File: src/design/cw_keyer_pkg.sv
package cw_keyer_pkg;

  localparam int clks_per_ms     = 20;
  localparam int debounce_cycles = 8;
  localparam int dot_constant    = 1200;
  localparam int weight_unit     = 50;   // Weight at which w equals d

  localparam int presc_w = $clog2(clks_per_ms);
  localparam logic [presc_w-1:0] presc_last = presc_w'(clks_per_ms - 1);
  localparam int dbc_w = $clog2(debounce_cycles);
  localparam logic [dbc_w-1:0] debounce_last = dbc_w'(debounce_cycles - 1);
  localparam int div_w = 14;             // Dividend width, holds d*weight
  localparam logic [3:0] div_last = 4'(div_w - 1);

  localparam logic [5:0] speed_min  = 6'd5;
  localparam logic [5:0] speed_rst  = 6'd20;
  localparam logic [6:0] weight_min = 7'd33;
  localparam logic [6:0] weight_max = 7'd66;
  localparam logic [6:0] weight_rst = 7'd50;

  localparam logic [3:0] reg_ctrl   = 4'h0;
  localparam logic [3:0] reg_weight = 4'h4;
  localparam logic [3:0] reg_hang   = 4'h8;
  localparam logic [3:0] reg_status = 4'hC;

  localparam logic [1:0] axi_resp_okay   = 2'b00;
  localparam logic [1:0] axi_resp_slverr = 2'b10;

  typedef enum logic [1:0] {
    mode_straight = 2'd0,
    mode_iambic_a = 2'd1,
    mode_iambic_b = 2'd2
  } keyer_mode_e;

  typedef enum logic [1:0] {elem_dot, elem_dash, elem_space, elem_letter_gap} element_kind_e;

  typedef enum logic [2:0] {st_idle, st_straight, st_mark, st_gap, st_letter} keyer_state_e;

endpackage

File: src/design/keyer_cfg_if.sv
`timescale 1ns/10ps

interface keyer_cfg_if;
  logic [5:0]                speed;    // WPM
  cw_keyer_pkg::keyer_mode_e mode;
  logic                      reverse;  // Paddle swap
  logic                      spacing;  // Letter spacing enable
  logic [6:0]                weight;
  logic [9:0]                hang_ms;

  modport src (
    output speed, mode, reverse, spacing, weight, hang_ms
  );

  modport snk (
    input speed, mode, reverse, spacing, weight, hang_ms
  );
endinterface

File: src/design/element_if.sv
`timescale 1ns/10ps

interface element_if;
  logic                        start;  // One cycle request
  cw_keyer_pkg::element_kind_e kind;
  logic                        done;   // One cycle, ends the element
  logic                        busy;

  modport ctrl (output start, kind, input done, busy);

  modport timer (input start, kind, output done, busy);
endinterface

File: src/design/keyer_regs.sv
`timescale 1ns/10ps

module keyer_regs (
  input  logic        clk,
  input  logic        rst_n,
  input  logic [3:0]  awaddr,
  input  logic        awvalid,
  output logic        awready,
  input  logic [31:0] wdata,
  input  logic [3:0]  wstrb,
  input  logic        wvalid,
  output logic        wready,
  output logic [1:0]  bresp,
  output logic        bvalid,
  input  logic        bready,
  input  logic [3:0]  araddr,
  input  logic        arvalid,
  output logic        arready,
  output logic [31:0] rdata,
  output logic [1:0]  rresp,
  output logic        rvalid,
  input  logic        rready,
  input  logic        keydown,
  input  logic        power_on,
  input  logic        timer_busy,
  keyer_cfg_if.src    cfg
);

  logic [5:0]  speed_q;
  logic [1:0]  mode_q;
  logic        reverse_q;
  logic        spacing_q;
  logic [6:0]  weight_q;
  logic [9:0]  hang_q;
  logic [31:0] wmask;
  logic [32:0] wr_old;
  logic [32:0] rd_val;
  logic [31:0] wr_new;
  logic        wr_go;
  logic        wr_ok;
  logic        rd_go;

  // Bit 32 flags a mapped offset
  function automatic logic [32:0] reg_read(input logic [3:0] addr);
    logic [32:0] res;
    case (addr)
      cw_keyer_pkg::reg_ctrl:   res = {1'b1, 22'd0, spacing_q, reverse_q, mode_q, speed_q};
      cw_keyer_pkg::reg_weight: res = {1'b1, 25'd0, weight_q};
      cw_keyer_pkg::reg_hang:   res = {1'b1, 22'd0, hang_q};
      cw_keyer_pkg::reg_status: res = {1'b1, 29'd0, timer_busy, power_on, keydown};
      default:                  res = '0;
    endcase
    return res;
  endfunction

  assign wmask  = {{8{wstrb[3]}}, {8{wstrb[2]}}, {8{wstrb[1]}}, {8{wstrb[0]}}};
  assign wr_old = reg_read(awaddr);
  assign wr_new = (wr_old[31:0] & ~wmask) | (wdata & wmask);
  assign wr_ok  = wr_old[32] && (awaddr != cw_keyer_pkg::reg_status);
  assign wr_go  = awready & awvalid & wvalid;
  assign rd_val = reg_read(araddr);
  assign rd_go  = arready & arvalid;

  always_ff @(posedge clk) begin
    if (!rst_n) begin
      awready   <= 1'b0;
      wready    <= 1'b0;
      bvalid    <= 1'b0;
      arready   <= 1'b0;
      rvalid    <= 1'b0;
      speed_q   <= cw_keyer_pkg::speed_rst;
      mode_q    <= cw_keyer_pkg::mode_straight;
      reverse_q <= 1'b0;
      spacing_q <= 1'b0;
      weight_q  <= cw_keyer_pkg::weight_rst;
      hang_q    <= '0;
    end else begin
      awready <= awvalid & wvalid & ~awready & ~bvalid;  // AW and W taken together
      wready  <= awvalid & wvalid & ~awready & ~bvalid;
      arready <= arvalid & ~arready & ~rvalid;
      if (wr_go) begin
        bvalid <= 1'b1;
        if (wr_ok) begin
          case (awaddr)
            cw_keyer_pkg::reg_ctrl: begin
              speed_q   <= (wr_new[5:0] < cw_keyer_pkg::speed_min) ?
                           cw_keyer_pkg::speed_min : wr_new[5:0];
              mode_q    <= wr_new[7:6];
              reverse_q <= wr_new[8];
              spacing_q <= wr_new[9];
            end
            cw_keyer_pkg::reg_weight: begin
              if (wr_new[6:0] < cw_keyer_pkg::weight_min) weight_q <= cw_keyer_pkg::weight_min;
              else if (wr_new[6:0] > cw_keyer_pkg::weight_max) weight_q <= cw_keyer_pkg::weight_max;
              else weight_q <= wr_new[6:0];
            end
            default: hang_q <= wr_new[9:0];
          endcase
        end
      end else if (bready) begin
        bvalid <= 1'b0;
      end
      if (rd_go) begin
        rvalid <= 1'b1;
      end else if (rready) begin
        rvalid <= 1'b0;
      end
    end
  end

  always_ff @(posedge clk) begin
    if (wr_go) bresp <= wr_ok ? cw_keyer_pkg::axi_resp_okay : cw_keyer_pkg::axi_resp_slverr;
    if (rd_go) begin
      rdata <= rd_val[31:0];  // Zero for unmapped offsets
      rresp <= rd_val[32] ? cw_keyer_pkg::axi_resp_okay : cw_keyer_pkg::axi_resp_slverr;
    end
  end

  assign cfg.speed   = speed_q;
  assign cfg.mode    = cw_keyer_pkg::keyer_mode_e'(mode_q);
  assign cfg.reverse = reverse_q;
  assign cfg.spacing = spacing_q;
  assign cfg.weight  = weight_q;
  assign cfg.hang_ms = hang_q;

  a_bvalid_hold: assert property (@(posedge clk) disable iff (!rst_n)
    bvalid && !bready |=> bvalid);

endmodule

File: src/design/paddle_conditioner.sv
`timescale 1ns/10ps

module paddle_conditioner (
  input  logic     clk,
  input  logic     rst_n,
  input  logic     dot_key,
  input  logic     dash_key,
  keyer_cfg_if.snk cfg,
  output logic     dot_clean,
  output logic     dash_clean
);

  // Index 0 is the dot contact, index 1 the dash contact
  logic [1:0] sync1;
  logic [1:0] sync2;
  logic [1:0] stable;
  logic [cw_keyer_pkg::dbc_w-1:0] cnt [2];

  always_ff @(posedge clk) begin
    sync1 <= {dash_key, dot_key};
    sync2 <= sync1;
  end

  always_ff @(posedge clk) begin
    if (!rst_n) begin
      stable <= 2'b00;
      cnt[0] <= '0;
      cnt[1] <= '0;
    end else begin
      for (int i = 0; i < 2; i++) begin
        if (sync2[i] == stable[i]) begin
          cnt[i] <= '0;
        end else if (cnt[i] == cw_keyer_pkg::debounce_last) begin
          stable[i] <= sync2[i];  // Level held long enough
          cnt[i]    <= '0;
        end else begin
          cnt[i] <= cnt[i] + 1'b1;
        end
      end
    end
  end

  assign dot_clean  = cfg.reverse ? stable[1] : stable[0];
  assign dash_clean = cfg.reverse ? stable[0] : stable[1];

endmodule

File: src/design/element_timer.sv
`timescale 1ns/10ps

module element_timer (
  input  logic     clk,
  input  logic     rst_n,
  keyer_cfg_if.snk cfg,
  element_if.timer elem,
  output logic     ms_tick,
  output logic     timer_busy
);

  typedef enum logic [1:0] {ph_idle, ph_load, ph_div_d, ph_div_w} div_phase_e;

  div_phase_e                          phase;
  logic [5:0]                          speed_q;
  logic [6:0]                          weight_q;
  logic [5:0]                          divisor;
  logic [5:0]                          rem;
  logic [cw_keyer_pkg::div_w-1:0]      quo;
  logic [3:0]                          step;
  logic [6:0]                          rem_sh;
  logic [6:0]                          rem_diff;
  logic                                rem_ge;
  logic [cw_keyer_pkg::div_w-1:0]      quo_sh;
  logic [7:0]                          d_ms;
  logic [8:0]                          w_ms;
  logic [9:0]                          dur;
  logic [9:0]                          ms_left;
  logic [cw_keyer_pkg::presc_w-1:0]    presc;
  logic                                run;
  logic                                pending;
  logic                                launch;
  cw_keyer_pkg::element_kind_e         kind_q;
  cw_keyer_pkg::element_kind_e         launch_kind;

  // One restoring step per cycle, d first, then w
  assign rem_sh   = {rem, quo[cw_keyer_pkg::div_w-1]};
  assign rem_diff = rem_sh - {1'b0, divisor};
  assign rem_ge   = rem_sh >= {1'b0, divisor};
  assign quo_sh   = {quo[cw_keyer_pkg::div_w-2:0], rem_ge};

  always_ff @(posedge clk) begin
    if (!rst_n) begin
      phase <= ph_load;
    end else begin
      case (phase)
        ph_idle:  if (cfg.speed != speed_q || cfg.weight != weight_q) phase <= ph_load;
        ph_load:  phase <= ph_div_d;
        ph_div_d: if (step == cw_keyer_pkg::div_last) phase <= ph_div_w;
        default:  if (step == cw_keyer_pkg::div_last) phase <= ph_idle;
      endcase
    end
  end

  always_ff @(posedge clk) begin
    if (phase == ph_load) begin
      speed_q  <= cfg.speed;
      weight_q <= cfg.weight;
      divisor  <= cfg.speed;
      quo      <= cw_keyer_pkg::div_w'(cw_keyer_pkg::dot_constant);
      rem      <= '0;
      step     <= '0;
    end else if (phase != ph_idle) begin
      rem  <= rem_ge ? rem_diff[5:0] : rem_sh[5:0];
      quo  <= quo_sh;
      step <= step + 1'b1;
      if (step == cw_keyer_pkg::div_last) begin
        rem  <= '0;
        step <= '0;
        if (phase == ph_div_d) begin
          d_ms    <= quo_sh[7:0];
          quo     <= cw_keyer_pkg::div_w'(quo_sh[7:0]) * weight_q;  // d*weight, then /50
          divisor <= 6'(cw_keyer_pkg::weight_unit);
        end else begin
          w_ms <= quo_sh[8:0];
        end
      end
    end
  end

  assign launch      = (elem.start | pending) & (phase == ph_idle);
  assign launch_kind = pending ? kind_q : elem.kind;

  always_comb begin
    case (launch_kind)
      cw_keyer_pkg::elem_dot:   dur = {1'b0, w_ms};
      cw_keyer_pkg::elem_dash:  dur = {1'b0, d_ms, 1'b0} + {1'b0, w_ms};
      cw_keyer_pkg::elem_space: dur = {1'b0, d_ms, 1'b0} - {1'b0, w_ms};
      default:                  dur = {1'b0, d_ms, 1'b0};
    endcase
  end

  always_ff @(posedge clk) begin
    if (!rst_n) begin
      run       <= 1'b0;
      pending   <= 1'b0;
      elem.done <= 1'b0;
      presc     <= '0;
      ms_left   <= '0;
    end else begin
      elem.done <= 1'b0;
      presc     <= ms_tick ? '0 : presc + 1'b1;
      if (launch) begin
        run     <= 1'b1;
        pending <= 1'b0;
        presc   <= '0;  // Element starts on a fresh ms boundary
        ms_left <= dur;
      end else begin
        if (elem.start) pending <= 1'b1;  // Wait for the divider
        if (run && ms_tick) begin
          ms_left <= ms_left - 1'b1;
          if (ms_left == 10'd1) begin
            run       <= 1'b0;
            elem.done <= 1'b1;
          end
        end
      end
    end
  end

  always_ff @(posedge clk) begin
    if (elem.start) kind_q <= elem.kind;
  end

  assign ms_tick    = presc == cw_keyer_pkg::presc_last;
  assign elem.busy  = run | pending;
  assign timer_busy = phase != ph_idle;

  a_no_start_busy: assert property (@(posedge clk) disable iff (!rst_n)
    elem.start |-> !elem.busy);

endmodule

File: src/design/keyer_fsm.sv
`timescale 1ns/10ps

module keyer_fsm (
  input  logic     clk,
  input  logic     rst_n,
  input  logic     dot_clean,
  input  logic     dash_clean,
  input  logic     cwx,
  keyer_cfg_if.snk cfg,
  element_if.ctrl  elem,
  output logic     keydown
);

  cw_keyer_pkg::keyer_state_e  state;
  cw_keyer_pkg::keyer_state_e  state_nxt;
  cw_keyer_pkg::element_kind_e last_kind;
  cw_keyer_pkg::element_kind_e next_kind;
  cw_keyer_pkg::element_kind_e other_kind;
  logic dot_mem;
  logic dash_mem;
  logic squeeze;   // Mode B squeeze seen during the mark
  logic is_straight;
  logic is_mode_b;
  logic want_dot;
  logic want_dash;
  logic go;
  logic mark_start;

  assign is_straight = cfg.mode == cw_keyer_pkg::mode_straight;
  assign is_mode_b   = cfg.mode == cw_keyer_pkg::mode_iambic_b;
  assign want_dot    = dot_clean | dot_mem;
  assign want_dash   = dash_clean | dash_mem;
  assign other_kind  = (last_kind == cw_keyer_pkg::elem_dot) ?
                       cw_keyer_pkg::elem_dash : cw_keyer_pkg::elem_dot;

  // Next mark after a space
  always_comb begin
    go        = 1'b1;
    next_kind = other_kind;
    if (want_dot && want_dash) next_kind = other_kind;  // Squeeze alternates
    else if (want_dot) next_kind = cw_keyer_pkg::elem_dot;
    else if (want_dash) next_kind = cw_keyer_pkg::elem_dash;
    else if (!(is_mode_b && squeeze)) go = 1'b0;
  end

  always_comb begin
    state_nxt  = state;
    elem.start = 1'b0;
    elem.kind  = next_kind;
    case (state)
      cw_keyer_pkg::st_idle: begin
        if (is_straight) begin
          state_nxt = cw_keyer_pkg::st_straight;
        end else if ((dot_clean || dash_clean) && !elem.busy) begin
          elem.start = 1'b1;
          elem.kind  = dot_clean ? cw_keyer_pkg::elem_dot : cw_keyer_pkg::elem_dash;
          state_nxt  = cw_keyer_pkg::st_mark;
        end
      end
      cw_keyer_pkg::st_straight: if (!is_straight) state_nxt = cw_keyer_pkg::st_idle;
      cw_keyer_pkg::st_mark: begin
        if (elem.done) begin
          elem.start = 1'b1;
          elem.kind  = cw_keyer_pkg::elem_space;
          state_nxt  = cw_keyer_pkg::st_gap;
        end
      end
      cw_keyer_pkg::st_gap: begin
        if (elem.done) begin
          if (go) begin
            elem.start = 1'b1;
            state_nxt  = cw_keyer_pkg::st_mark;
          end else if (cfg.spacing) begin
            elem.start = 1'b1;
            elem.kind  = cw_keyer_pkg::elem_letter_gap;
            state_nxt  = cw_keyer_pkg::st_letter;
          end else begin
            state_nxt = cw_keyer_pkg::st_idle;
          end
        end
      end
      default: if (elem.done) state_nxt = cw_keyer_pkg::st_idle;
    endcase
  end

  assign mark_start = elem.start && (state_nxt == cw_keyer_pkg::st_mark);

  always_ff @(posedge clk) begin
    if (!rst_n) begin
      state     <= cw_keyer_pkg::st_idle;
      keydown   <= 1'b0;
      last_kind <= cw_keyer_pkg::elem_dot;
      dot_mem   <= 1'b0;
      dash_mem  <= 1'b0;
      squeeze   <= 1'b0;
    end else begin
      state   <= state_nxt;
      keydown <= cwx || (state_nxt == cw_keyer_pkg::st_mark) ||
                 (state_nxt == cw_keyer_pkg::st_straight && dot_clean);
      if (mark_start) begin
        last_kind <= elem.kind;
        dot_mem   <= 1'b0;
        dash_mem  <= 1'b0;
        squeeze   <= 1'b0;
      end else if (state == cw_keyer_pkg::st_mark) begin
        // A lone tap on the other paddle is remembered
        if (last_kind == cw_keyer_pkg::elem_dash && dot_clean && !dash_clean) dot_mem <= 1'b1;
        if (last_kind == cw_keyer_pkg::elem_dot && dash_clean && !dot_clean) dash_mem <= 1'b1;
        if (is_mode_b && dot_clean && dash_clean) squeeze <= 1'b1;
      end
    end
  end

endmodule

File: src/design/hang_timer.sv
`timescale 1ns/10ps

module hang_timer (
  input  logic     clk,
  input  logic     rst_n,
  input  logic     keydown,
  input  logic     ms_tick,
  keyer_cfg_if.snk cfg,
  output logic     power_on
);

  logic [9:0] hang_cnt;

  always_ff @(posedge clk) begin
    if (!rst_n) begin
      hang_cnt <= '0;
    end else if (keydown) begin
      hang_cnt <= cfg.hang_ms;  // Reload while the carrier is keyed
    end else if (ms_tick && hang_cnt != '0) begin
      hang_cnt <= hang_cnt - 1'b1;
    end
  end

  assign power_on = keydown | (hang_cnt != '0);

  a_power_with_key: assert property (@(posedge clk) disable iff (!rst_n)
    keydown && cfg.hang_ms != '0 |=> power_on);

endmodule

File: src/design/cw_keyer_top.sv
`timescale 1ns/10ps

module cw_keyer_top (
  input  logic        clk,
  input  logic        rst_n,
  input  logic [3:0]  awaddr,
  input  logic        awvalid,
  output logic        awready,
  input  logic [31:0] wdata,
  input  logic [3:0]  wstrb,
  input  logic        wvalid,
  output logic        wready,
  output logic [1:0]  bresp,
  output logic        bvalid,
  input  logic        bready,
  input  logic [3:0]  araddr,
  input  logic        arvalid,
  output logic        arready,
  output logic [31:0] rdata,
  output logic [1:0]  rresp,
  output logic        rvalid,
  input  logic        rready,
  input  logic        dot_key,
  input  logic        dash_key,
  input  logic        cwx,
  output logic        keydown,
  output logic        power_on
);

  logic dot_clean;
  logic dash_clean;
  logic ms_tick;
  logic timer_busy;

  keyer_cfg_if cfg_if ();
  element_if   elem_if ();

  keyer_regs u_regs (
    .clk, .rst_n,
    .awaddr, .awvalid, .awready, .wdata, .wstrb, .wvalid, .wready,
    .bresp, .bvalid, .bready,
    .araddr, .arvalid, .arready, .rdata, .rresp, .rvalid, .rready,
    .keydown, .power_on, .timer_busy,
    .cfg (cfg_if.src)
  );

  paddle_conditioner u_paddle (
    .clk, .rst_n, .dot_key, .dash_key,
    .cfg (cfg_if.snk),
    .dot_clean, .dash_clean
  );

  element_timer u_timer (
    .clk, .rst_n,
    .cfg  (cfg_if.snk),
    .elem (elem_if.timer),
    .ms_tick, .timer_busy
  );

  keyer_fsm u_fsm (
    .clk, .rst_n, .dot_clean, .dash_clean, .cwx,
    .cfg  (cfg_if.snk),
    .elem (elem_if.ctrl),
    .keydown
  );

  hang_timer u_hang (
    .clk, .rst_n, .keydown, .ms_tick,
    .cfg (cfg_if.snk),
    .power_on
  );

endmodule

File: config.mk
export PLATFORM = sky130hd
export DESIGN_NAME = cw_keyer_top
export DESIGN_NICKNAME = d
export VERILOG_FILES = /design/src/design/cw_keyer_pkg.sv /design/src/design/keyer_cfg_if.sv /design/src/design/element_if.sv /design/src/design/keyer_regs.sv /design/src/design/paddle_conditioner.sv /design/src/design/element_timer.sv /design/src/design/keyer_fsm.sv /design/src/design/hang_timer.sv /design/src/design/cw_keyer_top.sv
export SDC_FILE = /design/constraint.sdc
export NUM_CORES = 1
export LEC_CHECK = 0
export BUFFER_PORTS_ARGS = -buffer_cell sky130_fd_sc_hd__buf_2
export CAP_MARGIN = 15
export CORE_MARGIN = 4
export CORE_UTILIZATION = 65
export CTS_BUF_LIST = sky130_fd_sc_hd__clkbuf_4
export DETAILED_ROUTE_END_ITERATION = 16
export PLACE_DENSITY_LB_ADDON = 0.25
export SETUP_SLACK_MARGIN = 0.1
export SLEW_MARGIN = 0
export SYNTH_ARGS = -nofsm -noshare
export SYNTH_HDL_FRONTEND = slang
export SYNTH_SLANG_ARGS = --single-unit
File: constraint.sdc
create_clock -name clk -period 9 [get_ports clk]
set_clock_uncertainty 0.2 [all_clocks]
set_input_delay 1.8 -clock clk [delete_from_list [all_inputs] [get_ports clk]]
set_output_delay 1.8 -clock clk [all_outputs]
set_load 0.05 [all_outputs]
==> results of run 1 <==
==> layout make-up <==
| cell class | instances | share of cell area, % |
|---|---|---|
| Clock buffer | 19 | 1.32 |
| Clock inverter | 13 | 1.52 |
| Inverter | 92 | 3.19 |
| Multi-Input combinational cell | 839 | 54.6 |
| Sequential cell | 156 | 34.0 |
| Tap cell | 211 | 2.44 |
| Timing Repair Buffer | 58 | 2.89 |
==> Yosys cell counts (5+ instances only) <==
cell type / number / area [sq um]
sky130_fd_sc_hd__nor2_1: 122 / 458
sky130_fd_sc_hd__dfxtp_1: 100 / 2000
sky130_fd_sc_hd__nand2_1: 100 / 375
sky130_fd_sc_hd__inv_1: 91 / 342
sky130_fd_sc_hd__ha_1: 64 / 801
sky130_fd_sc_hd__a21oi_1: 61 / 305
sky130_fd_sc_hd__edfxtp_1: 56 / 1680
sky130_fd_sc_hd__clkbuf_1: 45 / 169
sky130_fd_sc_hd__o21ai_0: 42 / 210
sky130_fd_sc_hd__nor3_1: 40 / 200
sky130_fd_sc_hd__and2_1: 32 / 200
sky130_fd_sc_hd__mux2i_1: 32 / 320
sky130_fd_sc_hd__fa_1: 31 / 621
sky130_fd_sc_hd__xnor2_1: 31 / 272
sky130_fd_sc_hd__a211oi_1: 25 / 188
sky130_fd_sc_hd__buf_4: 25 / 188
sky130_fd_sc_hd__o211ai_1: 16 / 120
sky130_fd_sc_hd__nand3_1: 12 / 60.1
sky130_fd_sc_hd__xor2_1: 12 / 105
sky130_fd_sc_hd__a22oi_1: 11 / 82.6
sky130_fd_sc_hd__nand2b_1: 11 / 68.8
sky130_fd_sc_hd__or3_1: 11 / 68.8
sky130_fd_sc_hd__a31oi_1: 10 / 62.6
sky130_fd_sc_hd__nor2b_1: 10 / 62.6
sky130_fd_sc_hd__nor4_1: 9 / 56.3
sky130_fd_sc_hd__a21o_1: 8 / 60.1
sky130_fd_sc_hd__buf_2: 8 / 40.0
sky130_fd_sc_hd__o31ai_1: 8 / 60.1
sky130_fd_sc_hd__and3_1: 7 / 43.8
sky130_fd_sc_hd__o21a_1: 7 / 52.6
sky130_fd_sc_hd__a221oi_1: 5 / 43.8
sky130_fd_sc_hd__mux4_2: 5 / 113
sky130_fd_sc_hd__nand3b_1: 5 / 37.5
sky130_fd_sc_hd__nand4_1: 5 / 31.3
sky130_fd_sc_hd__o211a_1: 5 / 50.1
==> routing by layer <==
| layer | vias to the layer above | track usage [%] |
|---|---|---|
| li1 | 4000 | - |
| met1 | 3845 | 34.1 |
| met2 | 316 | 42.5 |
| met3 | 36 | 4.65 |
| met4 | 0 | 7.60 |
| met5 | - | 0 |
==> state kept, by name (all words and copies together) (netlist names), 7 cells and up <==
signal	cells
u_timer.quo	14
u_hang.hang_cnt	10
u_regs.cfg.hang_ms	10
u_regs.rdata	10
u_timer.ms_left	10
u_timer.w_ms	9
u_timer.d_ms	8
u_regs.cfg.weight	7
u_timer.weight_q	7
==> power by group through the flow <==
stage / Sequential, mW / Clock, mW / Combinational [mW]
after CTS: 0.892 / 0.467 / 0.944
after floorplan: 0.866 / 0 / 0.784
final: 0.895 / 0.458 / 0.945
after detailed placement: 0.909 / 0 / 0.936
after global placement: 0.906 / 0 / 0.903
after global routing: 0.904 / 0.494 / 1.08
==> kinds of logic (layout without fill, tap and decap cells) <==
group	after synthesis	in the layout	synth area share, %
buf+inv	175	182	7.49
mux	43	43	4.95
xor+xnor	43	43	3.67
compound gates	244	244	16.1
flops	156	156	35.9
simple gates	384	384	18.0
fa+ha+maj	95	95	13.9
other cells	2	30	0.0732
==> critical path: stages, from the launching register on <==
cell and delay (ns):
sky130_fd_sc_hd__edfxtp_1 0.40, sky130_fd_sc_hd__inv_1 0.06, sky130_fd_sc_hd__ha_1 0.29, sky130_fd_sc_hd__nor2b_1 0.13, sky130_fd_sc_hd__o21ai_0 0.13, sky130_fd_sc_hd__a21boi_1 0.20
sky130_fd_sc_hd__o21ai_0 0.14, sky130_fd_sc_hd__a21oi_1 0.52, sky130_fd_sc_hd__or2_2 0.36, sky130_fd_sc_hd__nand2_1 0.11, sky130_fd_sc_hd__fa_1 0.43, sky130_fd_sc_hd__inv_1 0.08
sky130_fd_sc_hd__fa_1 0.44, sky130_fd_sc_hd__fa_1 0.55, sky130_fd_sc_hd__inv_1 0.06, sky130_fd_sc_hd__fa_1 0.53, sky130_fd_sc_hd__inv_1 0.05, sky130_fd_sc_hd__ha_1 0.35
sky130_fd_sc_hd__or3_1 0.32, sky130_fd_sc_hd__o21ai_0 0.08, sky130_fd_sc_hd__inv_1 0.08, sky130_fd_sc_hd__a311oi_1 0.39, sky130_fd_sc_hd__xnor2_1 0.11, sky130_fd_sc_hd__o31a_1 0.24
==> metrics by stage <==
step                      setup slack (ns)  hold slack (ns)  cells
after floorplan                       3.20            0.110   1170
after global placement                2.91            0.111   1354
after detailed placement              2.77            0.117   1354
after CTS                             2.74            0.147   1386
after global routing                  2.23            0.165   1388
final                                 2.66            0.144   1388
==> path summary, 6_finish.rpt <==
path,to,slack [ns],cells past startpoint
hold / removal,u_paddle.sync2[1]$_DFF_P_,0.14,0
setup reg to reg,u_timer.quo[12]$_SDFFE_PP0N_,2.66,23
setup / recovery,u_timer.quo[12]$_SDFFE_PP0N_,2.66,23
hold reg to reg,u_paddle.sync2[1]$_DFF_P_,0.14,0
==> out/results.md, run 1 <==
| Quantity | This run | Unit |
|:---|:---|:---|
| Required time of the critical path | 9.26 | ns |
| Share of flip-flops with an asynchronous set or reset | 0 | % |
| Floorplan die area | 17,900 | sq um |
| Worst path arrival time | 6.60 | ns |
| H-tree levels | 4 | - |
| Internal power consumption | 1.40 | mW |
| Clock sinks | 156 | - |
| Hold buffer count at cts | 0 | - |
| Critical hold path startpoint | u_paddle.sync1[1]$_DFF_P_ | - |
| Root Buffer | sky130_fd_sc_hd__clkbuf_4 | - |
| Clock transition time at the flip-flop clock pins of the worst setup and hold paths | 0.13 | ns |
| Sequential Power Share | 38.9 | % |
| Post-Syn Instances | 1,142 | - |
| Via count of the first global-routing pass | 7,823 | - |
| Number of antenna violations at the first check in global routing | 0 | - |
| Number of clock buffers inserted by TritonCTS | 17 | - |
| Global route total overflow | 0 | - |
| Die Span X | 134 | microns |
| ANT nets after route | 0 | - |
| Detailed Route WL | 22,300 | microns |
| Cell area after synthesis | 10,300 | sq um |
| Slew at the pin with the worst max-slew slack | 1.15 | ns |
| Count of different cell masters after synthesis | 79 | - |
| Share of synthesized area occupied by flip-flops and latches | 35.9 | % |
| Final non-filler cell area | 10,800 | sq um |
| Logic pwr share | 41.1 | % |
| RSZ-0062 raised after global routing | false | - |
| Metal-1 WL | 9670 | microns |
| Switching component of the power | 0.897 | mW |
| Final RePlAce weighted congestion | 0.893 | - |
| Clock Path Buffers | 2 | - |
| CP max FO | 12 | - |
| Pins over their slew limit | 0 | - |
| TritonRoute pass-1 iters | 5 | - |
| Met3 wirelength from detailed routing | 1420 | microns |
| Average size of a mapped cell | 8.99 | sq um |
| Largest net degree at the start of global routing | 39 | - |
| Number of top-level design ports | 97 | - |
| DRC violations left | 0 | - |
| Relative max-transition margin | 23.0 | % |
| Total length of routed met2 wires | 10,800 | microns |
| Ratio of total power to cell area | 212 | nW/um^2 |
| Floorplan die height | 134 | microns |
| Power share of the clock group | 19.9 | % |
| CTS tree | built | - |
| Number of post-CTS setup repair buffers | 0 | - |
| Time the worst path needs with I/O delays and setup | 6.34 | ns |
| Post-synthesis sequential element count | 156 | - |
| Static Leakage | 4.61 | nW |
| Max VDD drop | 0.000242 | V |
| Routed len/inst | 16.1 | microns |
| Insertion delay of the later-clocked pin in the worst-skew pair | 0.56 | ns |
| Endpoint kind of the worst setup timing path | register | - |
| Result of the run | finished, final reports clean | - |
| HPWL after detailed placement | 16,400 | microns |
| Prevailing post-synth register cell | sky130_fd_sc_hd__dfxtp_1 | - |
| Core area | 15,300 | sq um |
| Initial DRC count | 695 | - |
| Overall track demand over capacity in global routing | 25.5 | % |
| Ratio of final minimum period to clock period | 70.4 | % |
| Type of the worst setup path | reg -> reg | - |
| First-pass GRT wire length | 37,500 | microns |
| Number of nets in the final layout | 1,313 | - |
| Footprint of the flip-flops and latches | 3680 | sq um |
| Via count | 8,197 | - |
| Worst Setup Start Kind | register | - |
| Post-CTS Resized | 0 | - |
| Crit Reg-Reg Startpoint | u_timer.divisor[1]$_SDFFCE_PN1P_ | - |
| Area added between synthesis and finish | 5.57 | % |
| Switching part of the total power | 39.0 | % |
| Number of buffers added on ports | 48 | - |
| Fraction of layout cells with a size suffix above 1 | 9.35 | % |
| Cell area after placement | 10,500 | sq um |
| Combined area of the multi-input logic cells | 5920 | sq um |
| Synth warnings | 0 | - |
| Via/cell ratio | 5.91 | - |
| Number of standard-cell rows in the floorplan | 45 | - |
| Final Total Pwr | 2.30 | mW |
| EDFF count, synth | 56 | - |
| Antenna diode count | 0 | - |
| Number of setup violations in the final report | 0 | - |
| Setup TNS | 0 | ns |
| Worst hold path type | reg -> reg | - |
| Start point of the critical path | u_timer.divisor[1]$_SDFFCE_PN1P_ | - |
| Highest achievable clock rate | 0.158 | GHz |
| Max cap viols | 0 | - |
| Top layer reached by signal wires | met4 | - |
| Fillers | 1,212 | - |
| Most common library cell in the layout ignoring fill and taps | sky130_fd_sc_hd__nor2_1 | - |
| Most frequent cells in the layout | sky130_fd_sc_hd__nor2_1, sky130_fd_sc_hd__nand2_1, sky130_fd_sc_hd__dfxtp_1 | - |
| Final number of hold-violating endpoints | 0 | - |
| Utilization after layout | 70.7 | % |
| Starting density of the core | 67.0 | % |
(Power assumes the default switching activity.)
==> run 2: changes to the inputs <==
- CORE_UTILIZATION: 65 -> 56
- clock period: 9 -> 5.3 ns (I/O delays scaled with it)
==> out/results.md, run 2 (same netlist as run 1, synthesis figures left out) <==
| Quantity | This run | Unit |
|:---|:---|:---|
| Via/cell ratio | 5.67 | - |
| RSZ-0062 raised after global routing | true | - |
| Pins over their slew limit | 0 | - |
| Slew at the pin with the worst max-slew slack | 0.922 | ns |
| Overall track demand over capacity in global routing | 22.3 | % |
| Setup TNS | 0 | ns |
| Number of flip-flops under the largest register name | 14 | - |
| Floorplan die height | 143 | microns |
| Required time of the critical path | 5.57 | ns |
| Fillers | 1,555 | - |
| Global route total overflow | 0 | - |
| H-tree levels | 4 | - |
| Final Total Pwr | 3.93 | mW |
| Most common library cell in the layout ignoring fill and taps | sky130_fd_sc_hd__nor2_1 | - |
| Routed len/inst | 15.7 | microns |
| Final number of hold-violating endpoints | 0 | - |
| Area added between synthesis and finish | 7.47 | % |
| Highest achievable clock rate | 0.194 | GHz |
| Number of standard-cell rows in the floorplan | 49 | - |
| Root Buffer | sky130_fd_sc_hd__clkbuf_4 | - |
| Worst path arrival time | 5.41 | ns |
| Final RePlAce weighted congestion | 0.864 | - |
| Max cap viols | 0 | - |
| ANT nets after route | 0 | - |
| Number of buffers added on ports | 48 | - |
| Via count of the first global-routing pass | 7,724 | - |
| Floorplan die area | 20,600 | sq um |
| Utilization after layout | 61.4 | % |
| CP max FO | 4 | - |
| Initial DRC count | 471 | - |
| HPWL after detailed placement | 16,500 | microns |
| Number of top-level design ports | 97 | - |
| TritonRoute pass-1 iters | 5 | - |
| Time the worst path needs with I/O delays and setup | 5.14 | ns |
| Worst hold path type | reg -> reg | - |
| Detailed Route WL | 22,300 | microns |
| Clock sinks | 156 | - |
| Max VDD drop | 0.000259 | V |
| Endpoint kind of the worst setup timing path | register | - |
| Worst hold slack after final layout | 0.143 | ns |
| Static Leakage | 4.66 | nW |
| Starting density of the core | 57.1 | % |
| CTS tree | built | - |
| Ratio of total power to cell area | 357 | nW/um^2 |
| Via count | 8,072 | - |
| Number of antenna violations at the first check in global routing | 1 | - |
| Fraction of layout cells with a size suffix above 1 | 12.3 | % |
| Largest reg by FF count | u_timer.quo | - |
| Type of the worst setup path | reg -> reg | - |
| Number of setup violations in the final report | 0 | - |
| Final non-filler cell area | 11,000 | sq um |
| DRC violations left | 0 | - |
| Most frequent cells in the layout | sky130_fd_sc_hd__nor2_1, sky130_fd_sc_hd__dfxtp_1, sky130_fd_sc_hd__nand2_1 | - |
| Insertion delay of the later-clocked pin in the worst-skew pair | 0.57 | ns |
| Die Span X | 143 | microns |
| Number of nets in the final layout | 1,329 | - |
| Largest net degree at the start of global routing | 44 | - |
| Number of clock buffers inserted by TritonCTS | 17 | - |
| Core area | 18,000 | sq um |
| Ratio of final minimum period to clock period | 97.0 | % |
| Worst Setup Start Kind | register | - |
| Clock Path Buffers | 2 | - |
| Clock transition time at the flip-flop clock pins of the worst setup and hold paths | 0.14 | ns |
| First-pass GRT wire length | 37,200 | microns |
| Cell area after placement | 10,700 | sq um |
| Relative max-transition margin | 38.4 | % |
| Result of the run | finished, final reports clean | - |
[run 2: cell types whose count changed in the layout (fill, tap and decap cells not counted), moves of 3 or more]
| cell | before | now |
|---|---|---|
| sky130_fd_sc_hd__ha_1 | 64 | 61 |
| sky130_fd_sc_hd__o21ai_0 | 42 | 35 |
| sky130_fd_sc_hd__buf_4 | 9 | 25 |
| sky130_fd_sc_hd__o21ai_2 | 0 | 3 |
| sky130_fd_sc_hd__inv_1 | 91 | 85 |
| sky130_fd_sc_hd__inv_2 | 1 | 7 |
| sky130_fd_sc_hd__o21ai_1 | 2 | 6 |
| sky130_fd_sc_hd__ha_4 | 0 | 3 |
[run 2: per-layer routing]
metal,global-route usage [%],vias to the layer above,part of all wire [%]
li1,-,4038,-
met1,30.2,3812,45
met2,36.9,195,48
met3,4.26,27,5.2
met4,6.10,0,1.6
met5,0,-,0
[run 2: path summary, 6_finish.rpt]
| kind | startpoint | end | slack (ns) | depth (start not counted) |
|---|---|---|---|---|
| worst max-delay path | u_timer.divisor[1]$_SDFFCE_PN1P_ | u_timer.quo[12]$_SDFFE_PP0N_ | 0.16 | 23 |
| worst min-delay path | u_paddle.sync1[1]$_DFF_P_ | u_paddle.sync2[1]$_DFF_P_ | 0.14 | 0 |
| worst max register to register | u_timer.divisor[1]$_SDFFCE_PN1P_ | u_timer.quo[12]$_SDFFE_PP0N_ | 0.16 | 23 |
| worst min register to register | u_paddle.sync1[1]$_DFF_P_ | u_paddle.sync2[1]$_DFF_P_ | 0.14 | 0 |
[run 2: critical path, cell delays in order (launching register included)]
cell                       delay, ns
sky130_fd_sc_hd__edfxtp_1       0.43
sky130_fd_sc_hd__inv_2          0.09
sky130_fd_sc_hd__ha_4           0.19
sky130_fd_sc_hd__nor2b_4        0.12
sky130_fd_sc_hd__o21ai_2        0.15
sky130_fd_sc_hd__a21boi_2       0.09
sky130_fd_sc_hd__o21ai_2        0.16
sky130_fd_sc_hd__a21oi_2        0.07
sky130_fd_sc_hd__or2_4          0.26
sky130_fd_sc_hd__nand2_2        0.08
sky130_fd_sc_hd__fa_2           0.44
sky130_fd_sc_hd__fa_1           0.49
sky130_fd_sc_hd__inv_1          0.05
sky130_fd_sc_hd__fa_1           0.50
sky130_fd_sc_hd__inv_2          0.05
sky130_fd_sc_hd__fa_2           0.33
sky130_fd_sc_hd__inv_2          0.07
sky130_fd_sc_hd__ha_4           0.21
sky130_fd_sc_hd__or3_1          0.31
sky130_fd_sc_hd__o21ai_1        0.08
sky130_fd_sc_hd__inv_1          0.08
sky130_fd_sc_hd__a311oi_2       0.27
sky130_fd_sc_hd__xnor2_1        0.11
sky130_fd_sc_hd__o31a_1         0.23
[run 2: area by class of cell]
cell class	count	area (sq um)	area share, %
Multi-Input combinational cell	839	6010	54.5
Sequential cell	156	3680	33.4
Timing Repair Buffer	74	439	3.98
Inverter	92	345	3.13
Tap cell	229	287	2.60
Clock inverter	15	135	1.23
Clock buffer	17	128	1.16
Antenna cell	1	2.50	0.0227
[run 2: stage by stage]
step           worst slack (ns)  instances
2_1_floorplan            0.0302       1170
3_3_place_gp             0.0593       1385
3_5_place_dp            -0.0141       1385
4_1_cts                  0.0678       1419
5_1_grt                 -0.0680       1423
6_report                  0.157       1423
[run 2: what timing repair did]
action	CTS	global route
cloned	0	0
buffers inserted	2	1
endpoints found under the setup margin	6	8
pin swaps	12	5
hold buffers	0	0
gates resized for setup	5	10
[run 2: power by group]
part / internal [mW] / switching, mW / leakage (nW)
Clock: 0.238 / 0.458 / 0.137
Combinational: 0.720 / 1.02 / 3.19
Sequential: 1.39 / 0.113 / 1.33
Total: 2.35 / 1.59 / 4.66
==> run 3: changes to the inputs <==
- ABC_AREA: default -> 1
==> out/results.md, run 3 <==
| Quantity | This run | Unit |
|:---|:---|:---|
| Share of synthesized area occupied by flip-flops and latches | 34.9 | % |
| Crit path buf inv count | 4 | - |
| Number of clock buffers inserted by TritonCTS | 17 | - |
| Initial DRC count | 740 | - |
| Count of different cell masters after synthesis | 54 | - |
| Biggest area consumer among synthesized cells | sky130_fd_sc_hd__dfxtp_1 | - |
| Number of top-level design ports | 97 | - |
| Ratio of final minimum period to clock period | 98.4 | % |
| Overall track demand over capacity in global routing | 23.6 | % |
| ANT nets after route | 0 | - |
| Core area | 18,300 | sq um |
| Die Span X | 145 | microns |
| Cell with the most instances after synthesis | sky130_fd_sc_hd__nand2_1 | - |
| Most common library cell in the layout ignoring fill and taps | sky130_fd_sc_hd__nand2_1 | - |
| Largest reg by FF count | u_timer.quo | - |
| Required time of the critical path | 5.61 | ns |
| Worst path arrival time | 5.53 | ns |
| Ratio of total power to cell area | 395 | nW/um^2 |
| Pins over their slew limit | 0 | - |
| Commonest cells in the synthesized netlist | sky130_fd_sc_hd__nand2_1, sky130_fd_sc_hd__inv_1, sky130_fd_sc_hd__nor2_1 | - |
| Average size of a mapped cell | 7.57 | sq um |
| Insertion delay of the later-clocked pin in the worst-skew pair | 0.59 | ns |
| Max cap viols | 0 | - |
| DRC violations left | 0 | - |
| Time the worst path needs with I/O delays and setup | 5.21 | ns |
| Prevailing post-synth register cell | sky130_fd_sc_hd__dfxtp_1 | - |
| Number of antenna violations at the first check in global routing | 1 | - |
| Endpoint kind of the worst setup timing path | register | - |
| Number of buffers added on ports | 48 | - |
| Max VDD drop | 0.000269 | V |
| Number of setup violations in the final report | 0 | - |
| Worst hold path type | reg -> reg | - |
| Cell area after placement | 10,900 | sq um |
| Number of nets in the final layout | 1,614 | - |
| Non-filler cells in the finished layout | 1,708 | - |
| Highest achievable clock rate | 0.192 | GHz |
| First-pass GRT wire length | 41,700 | microns |
| Type of the worst setup path | reg -> reg | - |
| Largest net degree at the start of global routing | 33 | - |
| Area added between synthesis and finish | 9.78 | % |
| Slew at the pin with the worst max-slew slack | 0.875 | ns |
| Final RePlAce weighted congestion | 0.936 | - |
| Number of flip-flops under the largest register name | 14 | - |
| FF-to-FF path depth | 25 | - |
| TritonRoute pass-1 iters | 6 | - |
| RSZ-0062 raised after global routing | true | - |
| Result of the run | finished, final reports clean | - |
| Post-route worst setup slack | 0.0859 | ns |
| Root Buffer | sky130_fd_sc_hd__clkbuf_4 | - |
| Worst Setup Start Kind | register | - |
| Floorplan die height | 145 | microns |
| Worst hold path cell count | 0 | - |
| Via/cell ratio | 5.39 | - |
| Cell family with the largest share of critical-path delay | adder cells | - |
| Top-area cell type share of the netlist area | 19.0 | % |
| Starting density of the core | 57.8 | % |
| Fraction of layout cells with a size suffix above 1 | 13.5 | % |
| CTS tree | built | - |
| Max incr delay on CP | 0.54 | ns |
| Number of cells after detailed placement | 1,646 | - |
| HPWL after detailed placement | 18,300 | microns |
| Global route total overflow | 0 | - |
| Via count | 9,211 | - |
| Number of standard-cell rows in the floorplan | 49 | - |
| Hold buffer count at cts | 0 | - |
| Via count of the first global-routing pass | 8,727 | - |
| Levels on crit path | 25 | - |
| EDFF count, synth | 56 | - |
| H-tree levels | 4 | - |
| Floorplan die area | 21,100 | sq um |
| Static Leakage | 5.71 | nW |
| Cell type of the slowest stage on the worst timing path | sky130_fd_sc_hd__fa_1 | - |
| Post-synthesis sequential element count | 156 | - |
| Post-Syn Instances | 1,394 | - |
| Relative max-transition margin | 41.5 | % |
| Worst hold slack after final layout | 0.133 | ns |
| CP max FO | 4 | - |
| Worst slack after detailed placement | -0.0643 | ns |
| Fillers | 1,657 | - |
| Most frequent cells in the layout | sky130_fd_sc_hd__nand2_1, sky130_fd_sc_hd__inv_1, sky130_fd_sc_hd__nor2_1 | - |
| Share of flip-flops with an asynchronous set or reset | 0 | % |
| Setup TNS | 0 | ns |
| Synth warnings | 0 | - |
| Clock sinks | 156 | - |
| Detailed Route WL | 25,200 | microns |
| Dominant cells by area after synthesis | sky130_fd_sc_hd__dfxtp_1, sky130_fd_sc_hd__edfxtp_1, sky130_fd_sc_hd__nand2_1 | - |
| Final non-filler cell area | 11,600 | sq um |
| Cell area after synthesis | 10,600 | sq um |
| Clock Path Buffers | 2 | - |
| Final number of hold-violating endpoints | 0 | - |
| Clock transition time at the flip-flop clock pins of the worst setup and hold paths | 0.16 | ns |
| Routed len/inst | 14.7 | microns |
==> run 3: cell count changes in the layout (fill, tap and decap cells not counted), moves of 17 or more <==
cell and delta:
sky130_fd_sc_hd__xor2_1 +18, sky130_fd_sc_hd__and2_1 -32, sky130_fd_sc_hd__o21ai_0 +43, sky130_fd_sc_hd__xnor2_1 -17, sky130_fd_sc_hd__nand2_1 +186, sky130_fd_sc_hd__nor2_1 -17, sky130_fd_sc_hd__nand3_1 +70, sky130_fd_sc_hd__buf_4 +19
sky130_fd_sc_hd__nor3_1 -23, sky130_fd_sc_hd__a211oi_1 -24, sky130_fd_sc_hd__inv_1 +139, sky130_fd_sc_hd__mux2i_1 -32
==> run 3: cells by family after synthesis <==
family,Yosys count,synth area share [%]
buffers and inverters,308,12.1
XOR/XNOR,44,3.65
AO/OA/AOI/OAI,234,12.7
adder cells (fa/ha/maj),95,13.5
flip-flops,156,34.9
other,2,0.0712
AND/OR/NAND/NOR,555,23.1
==> run 3: report_power, final <==
| group | leakage, nW | total (mW) | internal, mW | switching [mW] |
|---|---|---|---|---|
| Clock | 0.162 | 0.773 | 0.296 | 0.477 |
| Combinational | 4.21 | 2.26 | 0.885 | 1.38 |
| Sequential | 1.34 | 1.54 | 1.40 | 0.140 |
| Total | 5.71 | 4.57 | 2.58 | 1.99 |
==> run 3: per-stage QoR <==
stage,total power [mW],utilization [%]
2_1_floorplan,3.04,-
3_3_place_gp,3.50,59.9
3_5_place_dp,3.55,59.9
4_1_cts,4.36,62.9
5_1_grt,4.94,63.4
6_report,4.57,63.4
==> run 3: layout make-up <==
| class | instances | area (sq um) | area share, % |
|---|---|---|---|
| inverter | 240 | 901 | 7.78 |
| sequential | 156 | 3680 | 31.8 |
| multi-input combinational | 958 | 5850 | 50.5 |
| clock inverter | 14 | 159 | 1.37 |
| antenna | 1 | 2.50 | 0.0216 |
| tap | 229 | 287 | 2.47 |
| clock buffer | 18 | 135 | 1.17 |
| timing repair buffer | 92 | 571 | 4.92 |
==> run 3: path summary, 6_finish.rpt <==
path,start,endpoint,slack [ns]
setup / recovery,u_timer.divisor[1]$_SDFFCE_PN1P_,u_timer.quo[11]$_SDFFE_PP0N_,0.09
hold / removal,u_paddle.sync1[0]$_DFF_P_,u_paddle.sync2[0]$_DFF_P_,0.13
setup reg to reg,u_timer.divisor[1]$_SDFFCE_PN1P_,u_timer.quo[11]$_SDFFE_PP0N_,0.09
hold reg to reg,u_paddle.sync1[0]$_DFF_P_,u_paddle.sync2[0]$_DFF_P_,0.13
==> run 3: layer usage <==
metal,global-route usage (%),wire length [microns]
met4,7.74,613
met5,0,0
met3,3.84,1390
met1,31.3,11100
met2,39.7,12100
==> run 3: timing repair <==
item,in CTS,in global routing
setup endpoints to repair,4,9
buffers inserted,29,5
pin swaps,8,20
gates resized for setup,5,29
